$ cat src/uart_line_pkg.sv
// serial line widths for a fixed 8N1 frame; the bit period is baud_div plus one clock cycles

package uart_line_pkg;

    // data bits per frame, fixed by the 8N1 format
    localparam int DATA_BITS = 8;

    // width of the divisor input
    localparam int BAUD_DIV_W = 10;

    // bit index width within a frame
    localparam int BIT_IDX_W = $clog2(DATA_BITS);

    // one character on the line
    typedef logic [DATA_BITS-1:0] data_t;

    // clock cycles per bit minus one
    typedef logic [BAUD_DIV_W-1:0] baud_div_t;

    // position of a data bit, LSB first
    typedef logic [BIT_IDX_W-1:0] bit_idx_t;

endpackage

$ cat src/uart_state_pkg.sv
// FSM state encodings for the UART receiver and transmitter, both 2 bits wide

package uart_state_pkg;

    typedef enum logic [1:0] {
        RX_IDLE,
        RX_START,
        RX_DATA,
        RX_STOP
    } rx_state_t;

    typedef enum logic [1:0] {
        TX_IDLE,
        TX_START,
        TX_DATA,
        TX_STOP
    } tx_state_t;

endpackage

$ cat src/uart_rx.sv
// 8N1 receiver; rx_i may be asynchronous, baud_div_i must be at least 1 and stay fixed per frame
`timescale 1ns/1ps

module uart_rx import uart_line_pkg::*, uart_state_pkg::*; (
    input  logic      clk_i,
    input  logic      rst_i,
    input  logic      rx_i,
    input  baud_div_t baud_div_i,
    output data_t     byte_o,
    output logic      byte_valid_o,
    output logic      frame_err_o
);

    logic      rx_meta_r;
    logic      rx_sync_r;
    rx_state_t state_r, state_next;
    baud_div_t cnt_r, cnt_next;
    bit_idx_t  idx_r, idx_next;
    data_t     shift_r, shift_next;
    logic      valid_r, valid_next;
    logic      ferr_r, ferr_next;
    baud_div_t half_w;

    // last count of the start wait, B/2 cycles in total
    assign half_w = baud_div_t'((({1'b0, baud_div_i} + 11'd1) >> 1) - 11'd1);

    assign byte_o       = shift_r;
    assign byte_valid_o = valid_r;
    assign frame_err_o  = ferr_r;

    always_comb begin
        state_next = state_r;
        cnt_next   = cnt_r;
        idx_next   = idx_r;
        shift_next = shift_r;
        valid_next = 1'b0; // strobes last one cycle
        ferr_next  = 1'b0;

        case (state_r)
            RX_IDLE: begin
                if (!rx_sync_r) begin
                    state_next = RX_START;
                    cnt_next   = '0;
                end
            end
            RX_START: begin
                if (cnt_r == half_w) begin
                    cnt_next   = '0;
                    idx_next   = '0;
                    state_next = rx_sync_r ? RX_IDLE : RX_DATA; // high here means a glitch
                end else begin
                    cnt_next = cnt_r + 1'b1;
                end
            end
            RX_DATA: begin
                if (cnt_r == baud_div_i) begin
                    cnt_next   = '0;
                    shift_next = {rx_sync_r, shift_r[DATA_BITS-1:1]}; // lsb arrives first
                    if (idx_r == bit_idx_t'(DATA_BITS - 1)) begin
                        state_next = RX_STOP;
                    end else begin
                        idx_next = idx_r + 1'b1;
                    end
                end else begin
                    cnt_next = cnt_r + 1'b1;
                end
            end
            RX_STOP: begin
                if (cnt_r == baud_div_i) begin
                    cnt_next   = '0;
                    valid_next = rx_sync_r;
                    ferr_next  = !rx_sync_r;
                    state_next = RX_IDLE;
                end else begin
                    cnt_next = cnt_r + 1'b1;
                end
            end
            default: state_next = RX_IDLE;
        endcase
    end

    always_ff @(posedge clk_i) begin
        if (rst_i) begin
            rx_meta_r <= 1'b1; // line idles high
            rx_sync_r <= 1'b1;
            state_r   <= RX_IDLE;
            cnt_r     <= '0;
            idx_r     <= '0;
            valid_r   <= 1'b0;
            ferr_r    <= 1'b0;
        end else begin
            rx_meta_r <= rx_i;
            rx_sync_r <= rx_meta_r;
            state_r   <= state_next;
            cnt_r     <= cnt_next;
            idx_r     <= idx_next;
            valid_r   <= valid_next;
            ferr_r    <= ferr_next;
        end
    end

    always_ff @(posedge clk_i) begin
        shift_r <= shift_next;
    end

endmodule

$ cat src/uart_tx.sv
// 8N1 transmitter; start_i is ignored while busy_o is high, baud_div_i must stay fixed per frame
`timescale 1ns/1ps

module uart_tx import uart_line_pkg::*, uart_state_pkg::*; (
    input  logic      clk_i,
    input  logic      rst_i,
    input  baud_div_t baud_div_i,
    input  logic      start_i,
    input  data_t     data_i,
    output logic      busy_o,
    output logic      tx_o
);

    tx_state_t state_r, state_next;
    baud_div_t cnt_r, cnt_next;
    bit_idx_t  idx_r, idx_next;
    data_t     shift_r, shift_next;
    logic      tx_r, tx_next;

    assign busy_o = (state_r != TX_IDLE); // high for exactly ten bit periods
    assign tx_o   = tx_r;

    always_comb begin
        state_next = state_r;
        cnt_next   = cnt_r;
        idx_next   = idx_r;
        shift_next = shift_r;
        tx_next    = tx_r;

        case (state_r)
            TX_IDLE: begin
                if (start_i) begin
                    state_next = TX_START;
                    cnt_next   = '0;
                    shift_next = data_i;
                    tx_next    = 1'b0; // start bit
                end
            end
            TX_START: begin
                if (cnt_r == baud_div_i) begin
                    cnt_next   = '0;
                    idx_next   = '0;
                    tx_next    = shift_r[0];
                    shift_next = shift_r >> 1;
                    state_next = TX_DATA;
                end else begin
                    cnt_next = cnt_r + 1'b1;
                end
            end
            TX_DATA: begin
                if (cnt_r == baud_div_i) begin
                    cnt_next = '0;
                    if (idx_r == bit_idx_t'(DATA_BITS - 1)) begin
                        tx_next    = 1'b1; // stop bit
                        state_next = TX_STOP;
                    end else begin
                        idx_next   = idx_r + 1'b1;
                        tx_next    = shift_r[0];
                        shift_next = shift_r >> 1;
                    end
                end else begin
                    cnt_next = cnt_r + 1'b1;
                end
            end
            TX_STOP: begin
                if (cnt_r == baud_div_i) begin
                    cnt_next   = '0;
                    state_next = TX_IDLE;
                end else begin
                    cnt_next = cnt_r + 1'b1;
                end
            end
            default: state_next = TX_IDLE;
        endcase
    end

    always_ff @(posedge clk_i) begin
        if (rst_i) begin
            state_r <= TX_IDLE;
            cnt_r   <= '0;
            idx_r   <= '0;
            tx_r    <= 1'b1;
        end else begin
            state_r <= state_next;
            cnt_r   <= cnt_next;
            idx_r   <= idx_next;
            tx_r    <= tx_next;
        end
    end

    always_ff @(posedge clk_i) begin
        shift_r <= shift_next;
    end

endmodule

$ cat src/uart_rx_fifo.sv
// first-word-through byte FIFO; FIFO_DEPTH must be a power of two, full writes are dropped
`timescale 1ns/1ps

module uart_rx_fifo import uart_line_pkg::*; #(
    parameter int FIFO_DEPTH = 4
) (
    input  logic  clk_i,
    input  logic  rst_i,
    input  logic  wr_i,
    input  data_t wr_data_i,
    input  logic  rd_i,
    output data_t rd_data_o,
    output logic  empty_o,
    output logic  full_o
);

    localparam int PTR_W = (FIFO_DEPTH > 1) ? $clog2(FIFO_DEPTH) : 1;
    localparam int CNT_W = $clog2(FIFO_DEPTH + 1);

    data_t            mem_r [FIFO_DEPTH];
    logic [PTR_W-1:0] wr_ptr_r;
    logic [PTR_W-1:0] rd_ptr_r;
    logic [CNT_W-1:0] count_r;
    logic             wr_ok;
    logic             rd_ok;

    assign empty_o   = (count_r == '0);
    assign full_o    = (count_r == CNT_W'(FIFO_DEPTH));
    assign rd_data_o = mem_r[rd_ptr_r]; // head entry, always visible

    assign wr_ok = wr_i && !full_o;
    assign rd_ok = rd_i && !empty_o;

    always_ff @(posedge clk_i) begin
        if (wr_ok) begin
            mem_r[wr_ptr_r] <= wr_data_i;
        end
    end

    // pointers wrap on their own since depth is a power of two
    always_ff @(posedge clk_i) begin
        if (rst_i) begin
            wr_ptr_r <= '0;
            rd_ptr_r <= '0;
            count_r  <= '0;
        end else begin
            if (wr_ok) begin
                wr_ptr_r <= wr_ptr_r + 1'b1;
            end
            if (rd_ok) begin
                rd_ptr_r <= rd_ptr_r + 1'b1;
            end
            case ({wr_ok, rd_ok})
                2'b10:   count_r <= count_r + 1'b1;
                2'b01:   count_r <= count_r - 1'b1;
                default: count_r <= count_r; // both or neither
            endcase
        end
    end

endmodule

$ cat src/uart_core.sv
// UART top with one shared divisor for both directions; 8N1 only, no flow control
`timescale 1ns/1ps

module uart_core import uart_line_pkg::*; #(
    parameter int FIFO_DEPTH = 4
) (
    input  logic      clk_i,
    input  logic      rst_i,
    input  baud_div_t baud_div_i,
    input  logic      tx_start_i,
    input  data_t     tx_data_i,
    output logic      tx_busy_o,
    output logic      tx_o,
    input  logic      rx_i,
    input  logic      rx_rd_i,
    output data_t     rx_data_o,
    output logic      rx_empty_o,
    output logic      rx_full_o,
    output logic      rx_frame_err_o
);

    data_t rx_byte;
    logic  rx_byte_valid;

    uart_tx i_uart_tx (
        .clk_i      (clk_i),
        .rst_i      (rst_i),
        .baud_div_i (baud_div_i),
        .start_i    (tx_start_i),
        .data_i     (tx_data_i),
        .busy_o     (tx_busy_o),
        .tx_o       (tx_o)
    );

    uart_rx i_uart_rx (
        .clk_i        (clk_i),
        .rst_i        (rst_i),
        .rx_i         (rx_i),
        .baud_div_i   (baud_div_i),
        .byte_o       (rx_byte),
        .byte_valid_o (rx_byte_valid),
        .frame_err_o  (rx_frame_err_o)
    );

    // received bytes wait here until the host reads them
    uart_rx_fifo #(
        .FIFO_DEPTH (FIFO_DEPTH)
    ) i_uart_rx_fifo (
        .clk_i     (clk_i),
        .rst_i     (rst_i),
        .wr_i      (rx_byte_valid),
        .wr_data_i (rx_byte),
        .rd_i      (rx_rd_i),
        .rd_data_o (rx_data_o),
        .empty_o   (rx_empty_o),
        .full_o    (rx_full_o)
    );

endmodule

$ cat config.mk
export PLATFORM = sky130hd
export DESIGN_NAME = uart_core
export DESIGN_NICKNAME = d
export VERILOG_FILES = /design/src/uart_line_pkg.sv /design/src/uart_state_pkg.sv /design/src/uart_rx.sv /design/src/uart_tx.sv /design/src/uart_rx_fifo.sv /design/src/uart_core.sv
export SDC_FILE = /design/constraint.sdc
export NUM_CORES = 1
export LEC_CHECK = 0
export BUFFER_PORTS_ARGS = -buffer_cell sky130_fd_sc_hd__buf_4
export CAP_MARGIN = 20
export CORE_ASPECT_RATIO = 0.5
export CORE_UTILIZATION = 65
export CTS_CLUSTER_SIZE = 25
export DETAILED_ROUTE_END_ITERATION = 16
export GPL_ROUTABILITY_DRIVEN = 0
export HOLD_SLACK_MARGIN = 0.02
export PLACE_DENSITY = 0.86
export SLEW_MARGIN = 20
export SYNTH_ARGS = -nofsm -noshare
export SYNTH_HDL_FRONTEND = slang
export SYNTH_SLANG_ARGS = --single-unit
export TNS_END_PERCENT = 10
$ cat constraint.sdc
create_clock -name clk_i -period 8.6 [get_ports clk_i]
set_clock_uncertainty 0.1 [all_clocks]
set_input_delay 0.86 -clock clk_i [delete_from_list [all_inputs] [get_ports clk_i]]
set_output_delay 0.86 -clock clk_i [all_outputs]
set_load 0.1 [all_outputs]
Word level (Yosys, flattened, before mapping) --
Memories as Yosys holds them, arrays and structs flattened. A register that Yosys moved wholly into a read port is not among the register bits. Index checks and enable logic that the tools add are counted.
Word-level totals: register bits 58, bits in writable memories 32, input port bits 23, output and inout port bits 13, word-level logic and storage cells 121, memories kept 1
Memories:
- i_uart_rx_fifo.mem_r | depth 4, width 8, read ports 1, clocked after memory_dff 1, write ports 1, RTL line uart_rx_fifo.sv:20 | data_t mem_r [FIFO_DEPTH];
Operators by class: add/sub/neg operators 10, equal/unequal tests 26, mux-type cells 43, bitwise operators 2, reduce and logical (&&, ||, !) cells 23
Operators with widths (count):
- two-way mux 10 bit | 5
- two-way mux 8 bit | 4
- equality test 10 bit | 3
- case mux 10 bit (3 select lines) | 1
- two-way mux 2 bit | 13
- case mux 8 bit (3 select lines) | 1
- adder 10 x 1 -> 10 bit, second input constant | 2
- case mux 10 bit (2 select lines) | 1
- two-way mux 3 bit | 6
- case mux 3 bit (2 select lines) | 3
- inequality test 2 x 1 -> 1 bit, second input constant | 8
- case mux 2 bit (4 select lines) | 2
- AND reduction 5 bit | 3
- AND reduction 4 bit | 3
- adder 10 x 1 -> 11 bit, second input constant | 1
- equality test 2 bit, second input constant | 5
- subtractor 10 x 1 -> 10 bit, second input constant | 1
- adder 3 x 1 -> 3 bit, second input constant | 3
- equality test 3 bit, second input constant | 3
- inequality test 2 bit, second input constant | 4
- nonzero test 2 bit | 4
- equality test 2 x 1 -> 1 bit, second input constant | 3
- two-way mux 1 bit | 6
- OR reduction 3 bit | 2
- other kinds (11) | 17

Longest topological paths before layout --
Gate-level depths: netlist of run 1.
depth after elaboration 5, gate-level depth with buffers 12, depth with buffers taken out 10

Hierarchy --
A second synthesis of run 1 with hierarchy kept.
Second synthesis, totals: cell total of the unflattened synthesis 476, area, all modules 5043.6 um^2
By module, submodules not included:
- uart_rx | times used 1, cells each 237, area each 2024.4 um^2, sequential area each 620.6 um^2
- uart_rx_fifo | times used 1, cells each 96, area each 1635.3 um^2, sequential area each 1141.1 um^2
- uart_tx | times used 1, cells each 143, area each 1383.8 um^2, sequential area each 560.5 um^2

Worst setup path before layout of run 1 --
OpenSTA, ideal clock, no wires.
path type register to register, start register i_uart_rx_fifo.count_r[0], end register i_uart_rx_fifo.count_r[2], setup time 0.071 ns, data arrival time 3.816 ns, required time 8.429 ns, slack 4.614 ns, stages on the path, launching flop included 9, path buffers 0, clock period less this slack 3.986 ns, cells stage by stage dfxtp_1 nor3_1 nor2b_1 ha_1 inv_1 fa_1 xor2_1 or3_1 a21oi_1
On the way: longest elaborated chain between the ends 5, elaborated cells between the ends (all ways) 12, classes of those cells 2 x add/sub; 3 x eq/ne; 1 x mux; 6 x reduce/logical
RTL lines:
- start: declaration | RTL line uart_rx_fifo.sv:23 | logic [CNT_W-1:0] count_r;
- start signal: assignment | RTL line uart_rx_fifo.sv:54 | 2'b10: count_r <= count_r + 1'b1;
- start signal: assignment | RTL line uart_rx_fifo.sv:55 | 2'b01: count_r <= count_r - 1'b1;
- start signal: assignment | RTL line uart_rx_fifo.sv:56 | default: count_r <= count_r;
- zero test 3 bit (*) | RTL line uart_rx_fifo.sv:27 | assign empty_o = (count_r == '0);
- via rx_empty_o | RTL line uart_core.sv:17 | output logic rx_empty_o,
- zero test 1 bit (*) | RTL line uart_rx_fifo.sv:32 | assign rd_ok = rd_i && !empty_o;
- logical AND 1 bit (*) | RTL line uart_rx_fifo.sv:32
- via i_uart_rx_fifo.rd_ok | RTL line uart_rx_fifo.sv:25 | logic rd_ok;
- equality test 2 x 1 -> 1 bit / equality test 2 bit (equally long branches) | RTL line uart_rx_fifo.sv:53 | case ({wr_ok, rd_ok})
- case mux 3 bit (2 select lines) / nonzero test 2 bit (equally long branches)
The timed path passes the listed nets; every way through them passes the cells marked *. A chain may end at the register's enable or synchronous reset.

Final worst setup path of run 1 --
start input baud_div_i[0], end register i_uart_rx.cnt_r[8]
On the way: longest elaborated chain between the ends 5, elaborated cells between the ends (all ways) 7, classes of those cells 2 x add/sub; 2 x eq/ne; 3 x mux
RTL lines:
- start: declaration | RTL line uart_core.sv:9 | input baud_div_t baud_div_i,
- adder 10 x 1 -> 11 bit | RTL line uart_rx.sv:25 | assign half_w = baud_div_t'((({1'b0, baud_div_i} + 11'd1) >> 1) - 11'd1);
- subtractor 10 x 1 -> 10 bit | RTL line uart_rx.sv:25
- equality test 10 bit | RTL line uart_rx.sv:47 | if (cnt_r == half_w) begin
- two-way mux 10 bit | RTL line uart_rx.sv:47
- case mux 10 bit (3 select lines) (*) | RTL line uart_rx.sv:39 | case (state_r)
- end signal: assignment | RTL line uart_rx.sv:95 | cnt_r <= cnt_next;
- end: declaration | RTL line uart_rx.sv:17 | baud_div_t cnt_r, cnt_next;
Every way passes the cells marked *; elsewhere a longest branch is shown, timed or not.

==> results of run 1 <==
-- power by group through the flow --
stage	registers, W	logic, W	clock network (W)
6_report	0.000519	0.000231	0.000388
5_1_grt	0.000521	0.000250	0.000411
4_1_cts	0.000519	0.000230	0.000393
3_5_place_dp	0.000528	0.000229	0
3_3_place_gp	0.000526	0.000220	0
2_1_floorplan	0.000536	0.000167	0
-- layout by cell type, fill, tap and decap left out, types with 9 or more instances in the layout --
master	instances
xor2_1	23
a21oi_1	9
buf_4	35
clkbuf_16	9
dfxtp_1	44
and3_1	13
nor3_1	9
nand2_1	25
o21ai_0	12
edfxtp_1	48
xnor2_1	29
a31oi_1	9
inv_1	23
ha_1	18
nand4_1	10
nand3_1	14
nor2_1	35
-- path summary, 6_finish.rpt --
kind | to | slack [ns]
hold reg to reg | i_uart_rx.rx_sync_r$_SDFF_PP1_ | 0.31
setup / recovery | i_uart_rx.cnt_r[8]$_SDFFE_PP0N_ | 5.09
hold / removal | i_uart_rx.rx_sync_r$_SDFF_PP1_ | 0.31
setup reg to reg | i_uart_rx.byte_o[1]$_DFFE_PP_ | 5.77
-- metrics by stage --
step           util (%)  setup WS (ns)  instance area, sq um
6_report           75.0           5.09                  5560
5_1_grt            75.0           4.84                  5560
4_1_cts            75.0           5.13                  5560
3_5_place_dp       71.1           4.77                  5260
3_3_place_gp       71.1           4.85                  5260
2_1_floorplan         -           4.61                  5040
-- metal layers --
layer | wire [um] | vias to the layer above | part of all wire (%)
met5 | 0 | - | 0
met1 | 4400 | 1674 | 46
met3 | 513 | 17 | 5.3
li1 | - | 1753 | -
met2 | 4560 | 102 | 47
met4 | 136 | 0 | 1.4
-- worst register-to-register path: stages (launching register included) --
cell and delay (ns):
dfxtp_1 0.55, xnor2_1 0.18, nand4_1 0.12, nor4_1 0.70
nand2_1 0.20, nor2_1 0.61
-- state kept, by name (all words and copies together), names as in the netlist, 2 cells and up, named ones only --
name / flops
i_uart_tx.state_r: 2
i_uart_rx.idx_r: 3
i_uart_rx.byte_o: 8
i_uart_rx_fifo.rd_ptr_r: 2
i_uart_rx_fifo.mem_r: 32
i_uart_rx_fifo.wr_ptr_r: 2
i_uart_rx_fifo.count_r: 3
i_uart_tx.cnt_r: 10
i_uart_tx.shift_r: 8
i_uart_tx.idx_r: 3
i_uart_rx.cnt_r: 10
-- synth_stat cells, types with 9 or more instances --
master | n | area share [%]
nor3_1 | 9 | 0.89
xnor2_1 | 29 | 5.0
nand2_1 | 25 | 1.9
nor2_1 | 35 | 2.6
a31oi_1 | 9 | 1.1
dfxtp_1 | 44 | 17
a21oi_1 | 9 | 0.89
nand3_1 | 14 | 1.4
ha_1 | 18 | 4.5
o21ai_0 | 12 | 1.2
nand4_1 | 10 | 1.2
xor2_1 | 23 | 4.0
inv_1 | 23 | 1.7
clkbuf_1 | 15 | 1.1
and3_1 | 13 | 1.6
edfxtp_1 | 48 | 29
-- layout make-up --
| cell class | count | area, sq um | area share, % |
|---|---|---|---|
| inverters | 24 | 90.1 | 1.62 |
| clock buffers | 11 | 233 | 4.19 |
| repair buffers | 35 | 263 | 4.73 |
| well taps | 96 | 120 | 2.16 |
| multi-input cells | 325 | 2470 | 44.4 |
| flip-flops and latches | 92 | 2320 | 41.8 |
| clock inverters | 5 | 61.3 | 1.10 |
-- cell families (layout without fill, tap and decap cells) --
kind of cell	count (synthesis)	after routing	share of synthesized area, %
multiplexers	19	19	5.95
AND/OR/NAND/NOR	152	152	16.6
XOR/XNOR	52	52	9.03
AO/OA/AOI/OAI	83	83	12.5
adder cells (fa/ha/maj)	19	19	4.86
flip-flops	92	92	46.0
buffers and inverters	54	75	5.04
==> summary.md, run 1 <==
| Metric | Value |
|---|---|
| Yosys warnings | `0` |
| Crit path cell chain | `buf_4 > ha_1 > xnor2_1 > ha_1 > and3_1 > or3b_1 > a21o_1 > a211o_2 > a31oi_4 > o31ai_1` |
| Critical Path AT | `3.62 ns` |
| VDD IR max | `0.118 mV` |
| Grt ovf | `0` |
| Int Power | `0.000813 W` |
| Syn nets | `a little over 500` |
| Routed Antenna Nets | `0` |
| Sw frac | `28.5%` |
| Total GRT Usage | `25.1%` |
| Final Hold Fails | `0` |
| Status | `finished, final reports clean` |
| Register area share after synthesis | `a little under half` |
| ANT cells | `0` |
| Flop pwr share | `a little under half` |
| Sw Pwr | `0.000325 W` |
| Non-filler instance count after layout | `just under 600` |
| Worst Hold Path Cells | `1` |
| Distinct cells, synth | `71` |
| Clk pwr share | `34.1%` |
| R2r startpoint | `i_uart_rx.cnt_r[9]$_SDFFE_PP0N_` |
| Clock Sinks | `92` |
| Pin count of the biggest net entering global routing | `26` |
| Fmax | `between 200 and 300 MHz` |
| Max_slew headroom | `~45%` |
| Cells after Synth | `471` |
| Initial Util | `between 60% and 70%` |
| Busiest layer in global routing | `met2` |
| Post-Syn Area | `0.00504 sq mm` |
| Synth Area per Inst | `10.7 sq um` |
| Final nets | `between 500 and 600` |
| Pleak | `approximately 2 nW` |
| Hold_buf cts | `0` |
| Rows | `22` |
| GR Util met3 | `~5.6%` |
| CP Launch Point | `baud_div_i[0]` |
| Max-Cap Viols | `0` |
| Die Area | `approximately 0.0081 sq mm` |
| Clk_lat worst skew | `0.34 ns` |
| Core box area | `0.00740 sq mm` |
| Final min period | `between 3 and 4 ns` |
| Least-Margin Pin Slew | `around 0.82 ns` |
| Inst Count DP | `roughly 570` |
| Critical Path RT | `8.71 ns` |
| CTS tree | `built` |
| GR Util met1 | `33.2%` |
| Slowest-stage cell, CP | `ha_1` |
| DRC errors left | `0` |
| CTS resizes | `0` |
| Wire length of the first global-routing pass | `~16 mm` |
| Startpoint Class | `input port` |
| Worst Min Path Start | `i_uart_rx.rx_meta_r$_SDFF_PP1_` |
| Routed via count | `3546` |
| CTS Buffer Depth | `2` |
| Dpl hpwl | `6.69 mm` |
| Port-buffer cells | `35` |
| Post-CTS setup buffers | `0` |
| H-tree Lvls | `3` |
| Main synth FF type | `edfxtp_1` |
| Final Cycle Share | `about 41%` |
| Clock Pin Slew Worst Setup and Hold Paths | `roughly 0.060 ns` |
| Post-synth EDFFs | `48` |
| Final setup fails | `0` |
| Fin. max-slew vios | `0` |
| Initial antenna violation count | `0` |
| Critical path type | `in2reg` |
| CTS buffer count | `9` |
| Register bit total from synthesis | `92` |
| CP top delay family | `compound AO/OA/AOI/OAI gates` |
| Die Y | `64.3 um` |
| Cell mode on critical path | `ha_1` |
| HP Class | `reg2reg` |
| Vias per inst | `6.03` |
| Worst Path Max Fanout | `15` |
| Ports | `36` |
| Post-synth ARST share | `0%` |
| Met2 global-route usage | `42.5%` |
| WL/cell | `16.4 um` |
| Crit end category | `register` |
| CTS root buf | `clkbuf_16` |
| Combinational share of power | `between 20 and 25%` |
| Detailed Route WL | `between 9 and 10 mm` |
| Share of layout cells above drive strength 1 | `17.5%` |
| Area growth syn-to-layout | `10.2%` |
| Stages on the worst setup path | `10` |
| CP peak stage delay | `0.50 ns` |
| RSZ-0062 raised after global routing | `no` |
| Worst R2R Path Depth | `5` |
| # fillers | `approximately 520` |
| Worst Path Buf+Inv | `1` |
| PwrDens | `205 mW/mm^2` |
| First-pass DRT Iterations | `4` |
| Hold slack | `about 0.31 ns` |
| Die W | `127 um` |
| Power, Total | `about 0.0011 W` |
| Setup TNS | `0 ns` |
| Vias in the first global route | `roughly 3.3k` |
| Initial detailed-routing violation count | `267` |
Note: power is estimated with default switching activity, not from simulation.
==> run 2, diff against run 1 <==
ABC_AREA = 1   (was default)
CORE_UTILIZATION = 60   (was 65)
PLACE_DENSITY = 0.8   (was 0.86)
clock period = 3.3 ns   (was 8.6 ns; I/O delays follow)
==> run 2 against run 1 <==
  * Synthesized area decreased by 1.4%
  * Register-to-register slack got worse by 5.0 ns
  * Sequential share of layout area shrank 0.64 points
  * Via count rose by 13%
  * Power increased to 2.6 times the previous value
  * Critical endpoint is now i_uart_tx.shift_r[6]$_DFFE_PP_
  * Largest power group unchanged
  * Highest routed layer unchanged
==> summary.md, run 2 <==
| Metric | Value |
|---|---|
| Largest regs | `i_uart_rx_fifo.mem_r x32, i_uart_rx.cnt_r x10, i_uart_tx.cnt_r x10` |
| ANT cells | `0` |
| Post-place setup slack | `0.641 ns` |
| Setup TNS | `0 ns` |
| Final nets | `690` |
| Hold slack | `0.0669 ns` |
| Clock Pin Slew Worst Setup and Hold Paths | `0.07 ns` |
| Initial detailed-routing violation count | `between 200 and 250` |
| Rows | `23` |
| PwrDens | `535 mW/mm^2` |
| VDD IR max | `0.714 mV` |
| Critical Path RT | `3.18 ns` |
| Pleak | `2.37 nW` |
| Final setup fails | `0` |
| Die W | `about 130 um` |
| Post-CTS setup buffers | `0` |
| Core box area | `0.00803 sq mm` |
| Area growth syn-to-layout | `13.5%` |
| Detailed Route WL | `9.81 mm` |
| Wire length of the first global-routing pass | `~16 mm` |
| Post-synth EDFFs | `48` |
| Critical path type | `reg2reg` |
| Syn nets | `658` |
| Share of layout cells above drive strength 1 | `12.4%` |
| Clk_lat worst skew | `0.34 ns` |
| Max-Cap Viols | `0` |
| Register bit total from synthesis | `between 90 and 100` |
| Startpoint Class | `register` |
| HP Class | `in2reg` |
| Yosys warnings | `0` |
| Fmax | `402 MHz` |
| Grt ovf | `0` |
| Pin count of the biggest net entering global routing | `22` |
| Commonest non-fill, non-tap cell in the layout | `nand2_1` |
| Dominant cells by area after synthesis | `edfxtp_1 (29%), dfxtp_1 (18%), nand2_1 (9.0%), inv_1 (6.7%), nor2_1 (6.0%)` |
| Multi-input gate area | `0.00225 sq mm` |
| Status | `finished, final reports clean` |
| RSZ-0062 raised after global routing | `no` |
| Fin. max-slew vios | `0` |
| CTS root buf | `clkbuf_16` |
| Die Y | `66.4 um` |
| Post-Syn Area | `0.00497 sq mm` |
| Port-buffer cells | `35` |
| Synth Area per Inst | `about 8.1 sq um` |
| CTS Buffer Depth | `2` |
| Synth area leader | `edfxtp_1` |
| Post-route cell area | `0.00564 sq mm` |
| Most frequent cells in the layout | `nand2_1 (119), inv_1 (89), nor2_1 (80)` |
| CTS resizes | `0` |
| Dpl hpwl | `7.18 mm` |
| Register area share after synthesis | `between 40% and 50%` |
| # fillers | `roughly 640` |
| H-tree Lvls | `3` |
| Power, Total | `0.00302 W` |
| Max reg flops | `32` |
| FF/Latch Area | `about 0.0023 sq mm` |
| Post-synth ARST share | `0%` |
| Initial antenna violation count | `0` |
| Total GRT Usage | `24.7%` |
| Routed Antenna Nets | `0` |
| DRC errors left | `0` |
| Least-Margin Pin Slew | `0.765 ns` |
| Routed via count | `4004` |
| Main synth FF type | `edfxtp_1` |
| Most frequent cell after synthesis | `nand2_1` |
| Final Hold Fails | `0` |
| Initial Util | `between 60% and 70%` |
| Vias in the first global route | `3671` |
| Cells after Synth | `616` |
| Vias per inst | `around 5.2` |
| CTS tree | `built` |
| First-pass DRT Iterations | `6` |
| Ports | `36` |
| WL/cell | `~13 um` |
| Crit end category | `register` |
| Max_slew headroom | `48.8%` |
| Clock Sinks | `92` |
| Final min period | `2.49 ns` |
| Die Area | `0.00868 sq mm` |
| Distinct cells, synth | `38` |
| Worst Path Max Fanout | `8` |
| Final Cycle Share | `about 75%` |
| Setup ws final | `around 0.81 ns` |
| Hold_buf cts | `0` |
| Placed instance area | `around 0.0053 sq mm` |
| Top cell type's share of synthesized area | `between 20% and 30%` |
| Most flop-heavy register | `i_uart_rx_fifo.mem_r` |
| Critical Path AT | `2.36 ns` |
| Commonest cells post-synth | `nand2_1 (119), inv_1 (89), nor2_1 (80)` |
| CTS buffer count | `9` |
[run 2: cell count changes after synthesis, sizes merged, moves of 11 or more]
cell,change
inv,+68
and3,-12
buf,-11
xnor2,-18
o21ai,+26
nand2,+98
a21oi,+14
nand3,+30
nor2,+53
[run 2: metrics by stage]
stage | util (%) | instances
after floorplan | - | 616
after global placement | 66.3 | 749
after detailed placement | 66.3 | 749
after CTS | 70.3 | 765
after global routing | 70.3 | 765
final | 70.3 | 765
[run 2: area by class of cell]
| cell class | count | share of cell area (%) |
|---|---|---|
| Clock inverter | 7 | 1.64 |
| Inverter | 92 | 6.12 |
| Clock buffer | 9 | 3.99 |
| Multi-Input combinational cell | 418 | 40.0 |
| Timing Repair Buffer | 35 | 4.66 |
| Sequential cell | 92 | 41.2 |
| Tap cell | 112 | 2.48 |
[run 2: final timing paths]
path | cells past startpoint | slack [ns] | startpoint | endpoint
hold reg to reg | 1 | 0.31 | i_uart_rx.rx_meta_r$_SDFF_PP1_ | i_uart_rx.rx_sync_r$_SDFF_PP1_
hold / removal | 2 | 0.07 | rx_i | i_uart_rx.rx_meta_r$_SDFF_PP1_
setup / recovery | 9 | 0.81 | i_uart_tx.cnt_r[4]$_SDFFE_PP0P_ | i_uart_tx.shift_r[6]$_DFFE_PP_
setup reg to reg | 9 | 0.81 | i_uart_tx.cnt_r[4]$_SDFFE_PP0P_ | i_uart_tx.shift_r[6]$_DFFE_PP_
[run 2: cells by family (layout without fill, tap and decap cells)]
logic type,Yosys count,after routing,share of synthesized area [%]
mux,7,7,1.59
compound gates,78,78,8.73
simple gates,286,286,25.0
buf+inv,106,143,8.15
fa+ha+maj,19,19,4.93
xor+xnor,28,28,4.93
flops,92,92,46.7
[run 2: layer usage]
metal	part of all wire (%)	track usage, %	wire length, um
met5	0	0	0
met4	1.2	8.05	118
met3	4.8	6.55	468
met2	47	42.6	4580
met1	47	30.3	4650
[run 2: worst max-delay path, cell delays in order (launching register included)]
cell and delay [ns]:
dfxtp_1 0.39, inv_1 0.10, nand2_1 0.07, nand4_1 0.09
or2_2 0.30, nor2_1 0.21, o21ai_0 0.15, nor2_1 0.15
inv_1 0.08, nor2_1 0.49
[run 2: power by group]
group	internal [W]	switching, W	total (W)
logic	0.000203	0.000394	0.000597
clock network	0.000606	0.000450	0.00106
registers	0.00131	0.0000548	0.00136
==> run 3, diff against run 2 <==
ABC_AREA = 0   (was 1)
CORE_UTILIZATION = 55   (was 60)
PLACE_DENSITY = 0.78   (was 0.8)
clock period = 2 ns   (was 3.3 ns; I/O delays follow)
==> run 3 against run 2 <==
  * The flow now finishes with violations (setup timing)
  * Final cell count down 5.9%
  * Power up 73%
  * Utilization up 7.0 points
  * Setup slack worse by 1.1 ns
  * Wire length up 21%
  * Sequential power up 63%
  * Hold slack worse by 0.022 ns
  * Global-route usage up 1.7 points
  * Via count up 1.2%
  * Critical endpoint is now i_uart_rx.cnt_r[7]$_SDFFE_PP0N_
==> summary.md, run 3 (same netlist as run 1, synthesis figures left out) <==
| Metric | Value |
|---|---|
| Status | `finished, violations left` |
| Failing checks | `setup timing` |
| CTS buffer count | `9` |
| RSZ-0062 raised after global routing | `yes` |
| H-tree Lvls | `3` |
| Rows | `24` |
| Port-buffer cells | `35` |
| Most frequent cells in the layout | `buf_4 (132), edfxtp_1 (48), dfxtp_1 (36)` |
| Final Cycle Share | `115%` |
| Total GRT Usage | `26.4%` |
| Flop pwr share | `42.6%` |
| Non-filler instance count after layout | `between 700 and 800` |
| Commonest non-fill, non-tap cell in the layout | `buf_4` |
| CTS tree | `built` |
| Area growth syn-to-layout | `34.8%` |
| Setup TNS | `-4.50 ns` |
| Int Power | `0.00371 W` |
| Worst Path Max Fanout | `8` |
| Die W | `137 um` |
| Clk pwr share | `32.1%` |
| Crit path cell chain | `buf_6 > nor2_4 > nand4_1 > a2111oi_4 > a211oi_2 > a211o_4 > a31oi_4 > o31ai_1` |
| # fillers | `560` |
| Most flop-heavy register | `i_uart_rx_fifo.mem_r` |
| Initial antenna violation count | `0` |
| Pin count of the biggest net entering global routing | `26` |
| Vias per inst | `5.63` |
| Setup ws final | `-0.293 ns` |
| Wire length of the first global-routing pass | `19.3 mm` |
| Final min period | `2.29 ns` |
| Pleak | `roughly 2.6 nW` |
| Worst R2R Path Depth | `8` |
| Final setup fails | `27` |
| Detailed Route WL | `11.9 mm` |
| Slowest-stage cell, CP | `a211o_4` |
| Clock Pin Slew Worst Setup and Hold Paths | `roughly 0.070 ns` |
| DRC errors left | `0` |
| Initial detailed-routing violation count | `157` |
| Combinational share of power | `25.3%` |
| ANT cells | `0` |
| Final Hold Fails | `0` |
| Routed Antenna Nets | `0` |
| CTS Buffer Depth | `2` |
| WL/cell | `between 15 and 20 um` |
| Sw Pwr | `between 0.0015 and 0.002 W` |
| CP peak stage delay | `around 0.41 ns` |
| Fin. max-slew vios | `0` |
| Least-Margin Pin Slew | `0.542 ns` |
| Critical path type | `reg2reg` |
| Initial Util | `57.3%` |
| Clock Sinks | `92` |
| Clk_lat worst skew | `0.34 ns` |
| Die Y | `69.7 um` |
| Vias in the first global route | `roughly 4k` |
| Fmax | `between 400 and 500 MHz` |
| Critical Path AT | `2.42 ns` |
| Core box area | `0.00880 sq mm` |
| PwrDens | `768 mW/mm^2` |
| VDD IR max | `0.547 mV` |
| Critical Path RT | `2.13 ns` |
| Sw frac | `28.9%` |
| Final nets | `640` |
| Share of layout cells above drive strength 1 | `41.5%` |
| Max reg flops | `32` |
| First-pass DRT Iterations | `4` |
| Inst Count DP | `696` |
| Routed via count | `4051` |
| Max-Cap Viols | `0` |
| CTS root buf | `clkbuf_16` |
| Dpl hpwl | `~8.3 mm` |
| Grt ovf | `0` |
| Die Area | `0.00958 sq mm` |
| HP Class | `in2reg` |
| Worst Hold Path Cells | `4` |
| Hold slack | `0.0445 ns` |
| Largest regs | `i_uart_rx_fifo.mem_r x32, i_uart_rx.cnt_r x10, i_uart_tx.cnt_r x10` |
| Ports | `36` |
| Max_slew headroom | `63.7%` |
| Startpoint Class | `register` |
| Crit end category | `register` |
## run 3: timing repair
item / CTS / global route
hold buffers: 1 / 0
hold endpoints to repair: 1 / 0
resized for setup: 28 / 35
pin swaps: 22 / 9
setup endpoints to repair: 35 / 40
setup buffers: 7 / 0
## run 3: through the flow
step / setup slack, ns / instance area [sq um] / utilization [%] / power [W]
finish: -0.293 / 6800 / 77.3 / 0.00522
global route: -0.395 / 6800 / 77.3 / 0.00544
CTS: -0.288 / 6630 / 75.3 / 0.00521
detailed placement: -0.782 / 6160 / 70.0 / 0.00350
global placement: -0.689 / 6160 / 70.0 / 0.00345
floorplan: -0.591 / 5140 / - / 0.00309
## run 3: power by group through the flow
stage               Clock, W  Sequential, W  Combinational [W]
CTS                  0.00170        0.00222            0.00129
detailed placement         0        0.00226            0.00124
floorplan                  0        0.00231           0.000788
finish               0.00168        0.00222            0.00132
global route         0.00179        0.00224            0.00142
global placement           0        0.00225            0.00120
## run 3: area by class of cell
class	count	area, sq um	area share, %
Inverter	24	93.8	1.38
Clock inverter	7	71.3	1.05
Multi-Input combinational cell	325	2780	40.8
Clock buffer	9	225	3.31
Timing Repair Buffer	146	1150	16.9
Sequential cell	92	2330	34.3
Tap cell	117	146	2.15
## run 3: worst paths after layout
| kind | startpoint | endpoint | slack [ns] |
|---|---|---|---|
| min | tx_start_i | i_uart_tx.cnt_r[1]$_SDFFE_PP0P_ | 0.04 |
| max | i_uart_rx.cnt_r[9]$_SDFFE_PP0N_ | i_uart_rx.cnt_r[7]$_SDFFE_PP0N_ | -0.29 |
| min reg2reg | i_uart_rx.rx_meta_r$_SDFF_PP1_ | i_uart_rx.rx_sync_r$_SDFF_PP1_ | 0.32 |
| max reg2reg | i_uart_rx.cnt_r[9]$_SDFFE_PP0N_ | i_uart_rx.cnt_r[7]$_SDFFE_PP0N_ | -0.29 |
## run 3: per-layer routing
layer  vias up  track usage [%]  routed length [um]
met5         -                0                   0
met4         0             8.79                 218
met3        23             5.12                 405
met2        84             44.3                5970
met1      1967             34.1                5310
li1       1977                -                   -
## run 3: worst max-delay path: cells and delay by family (launching register included)
kind,cells,cell delay (ns)
compound gates,5,1.28
flops,1,0.37
simple gates,2,0.30
buf+inv,1,0.13
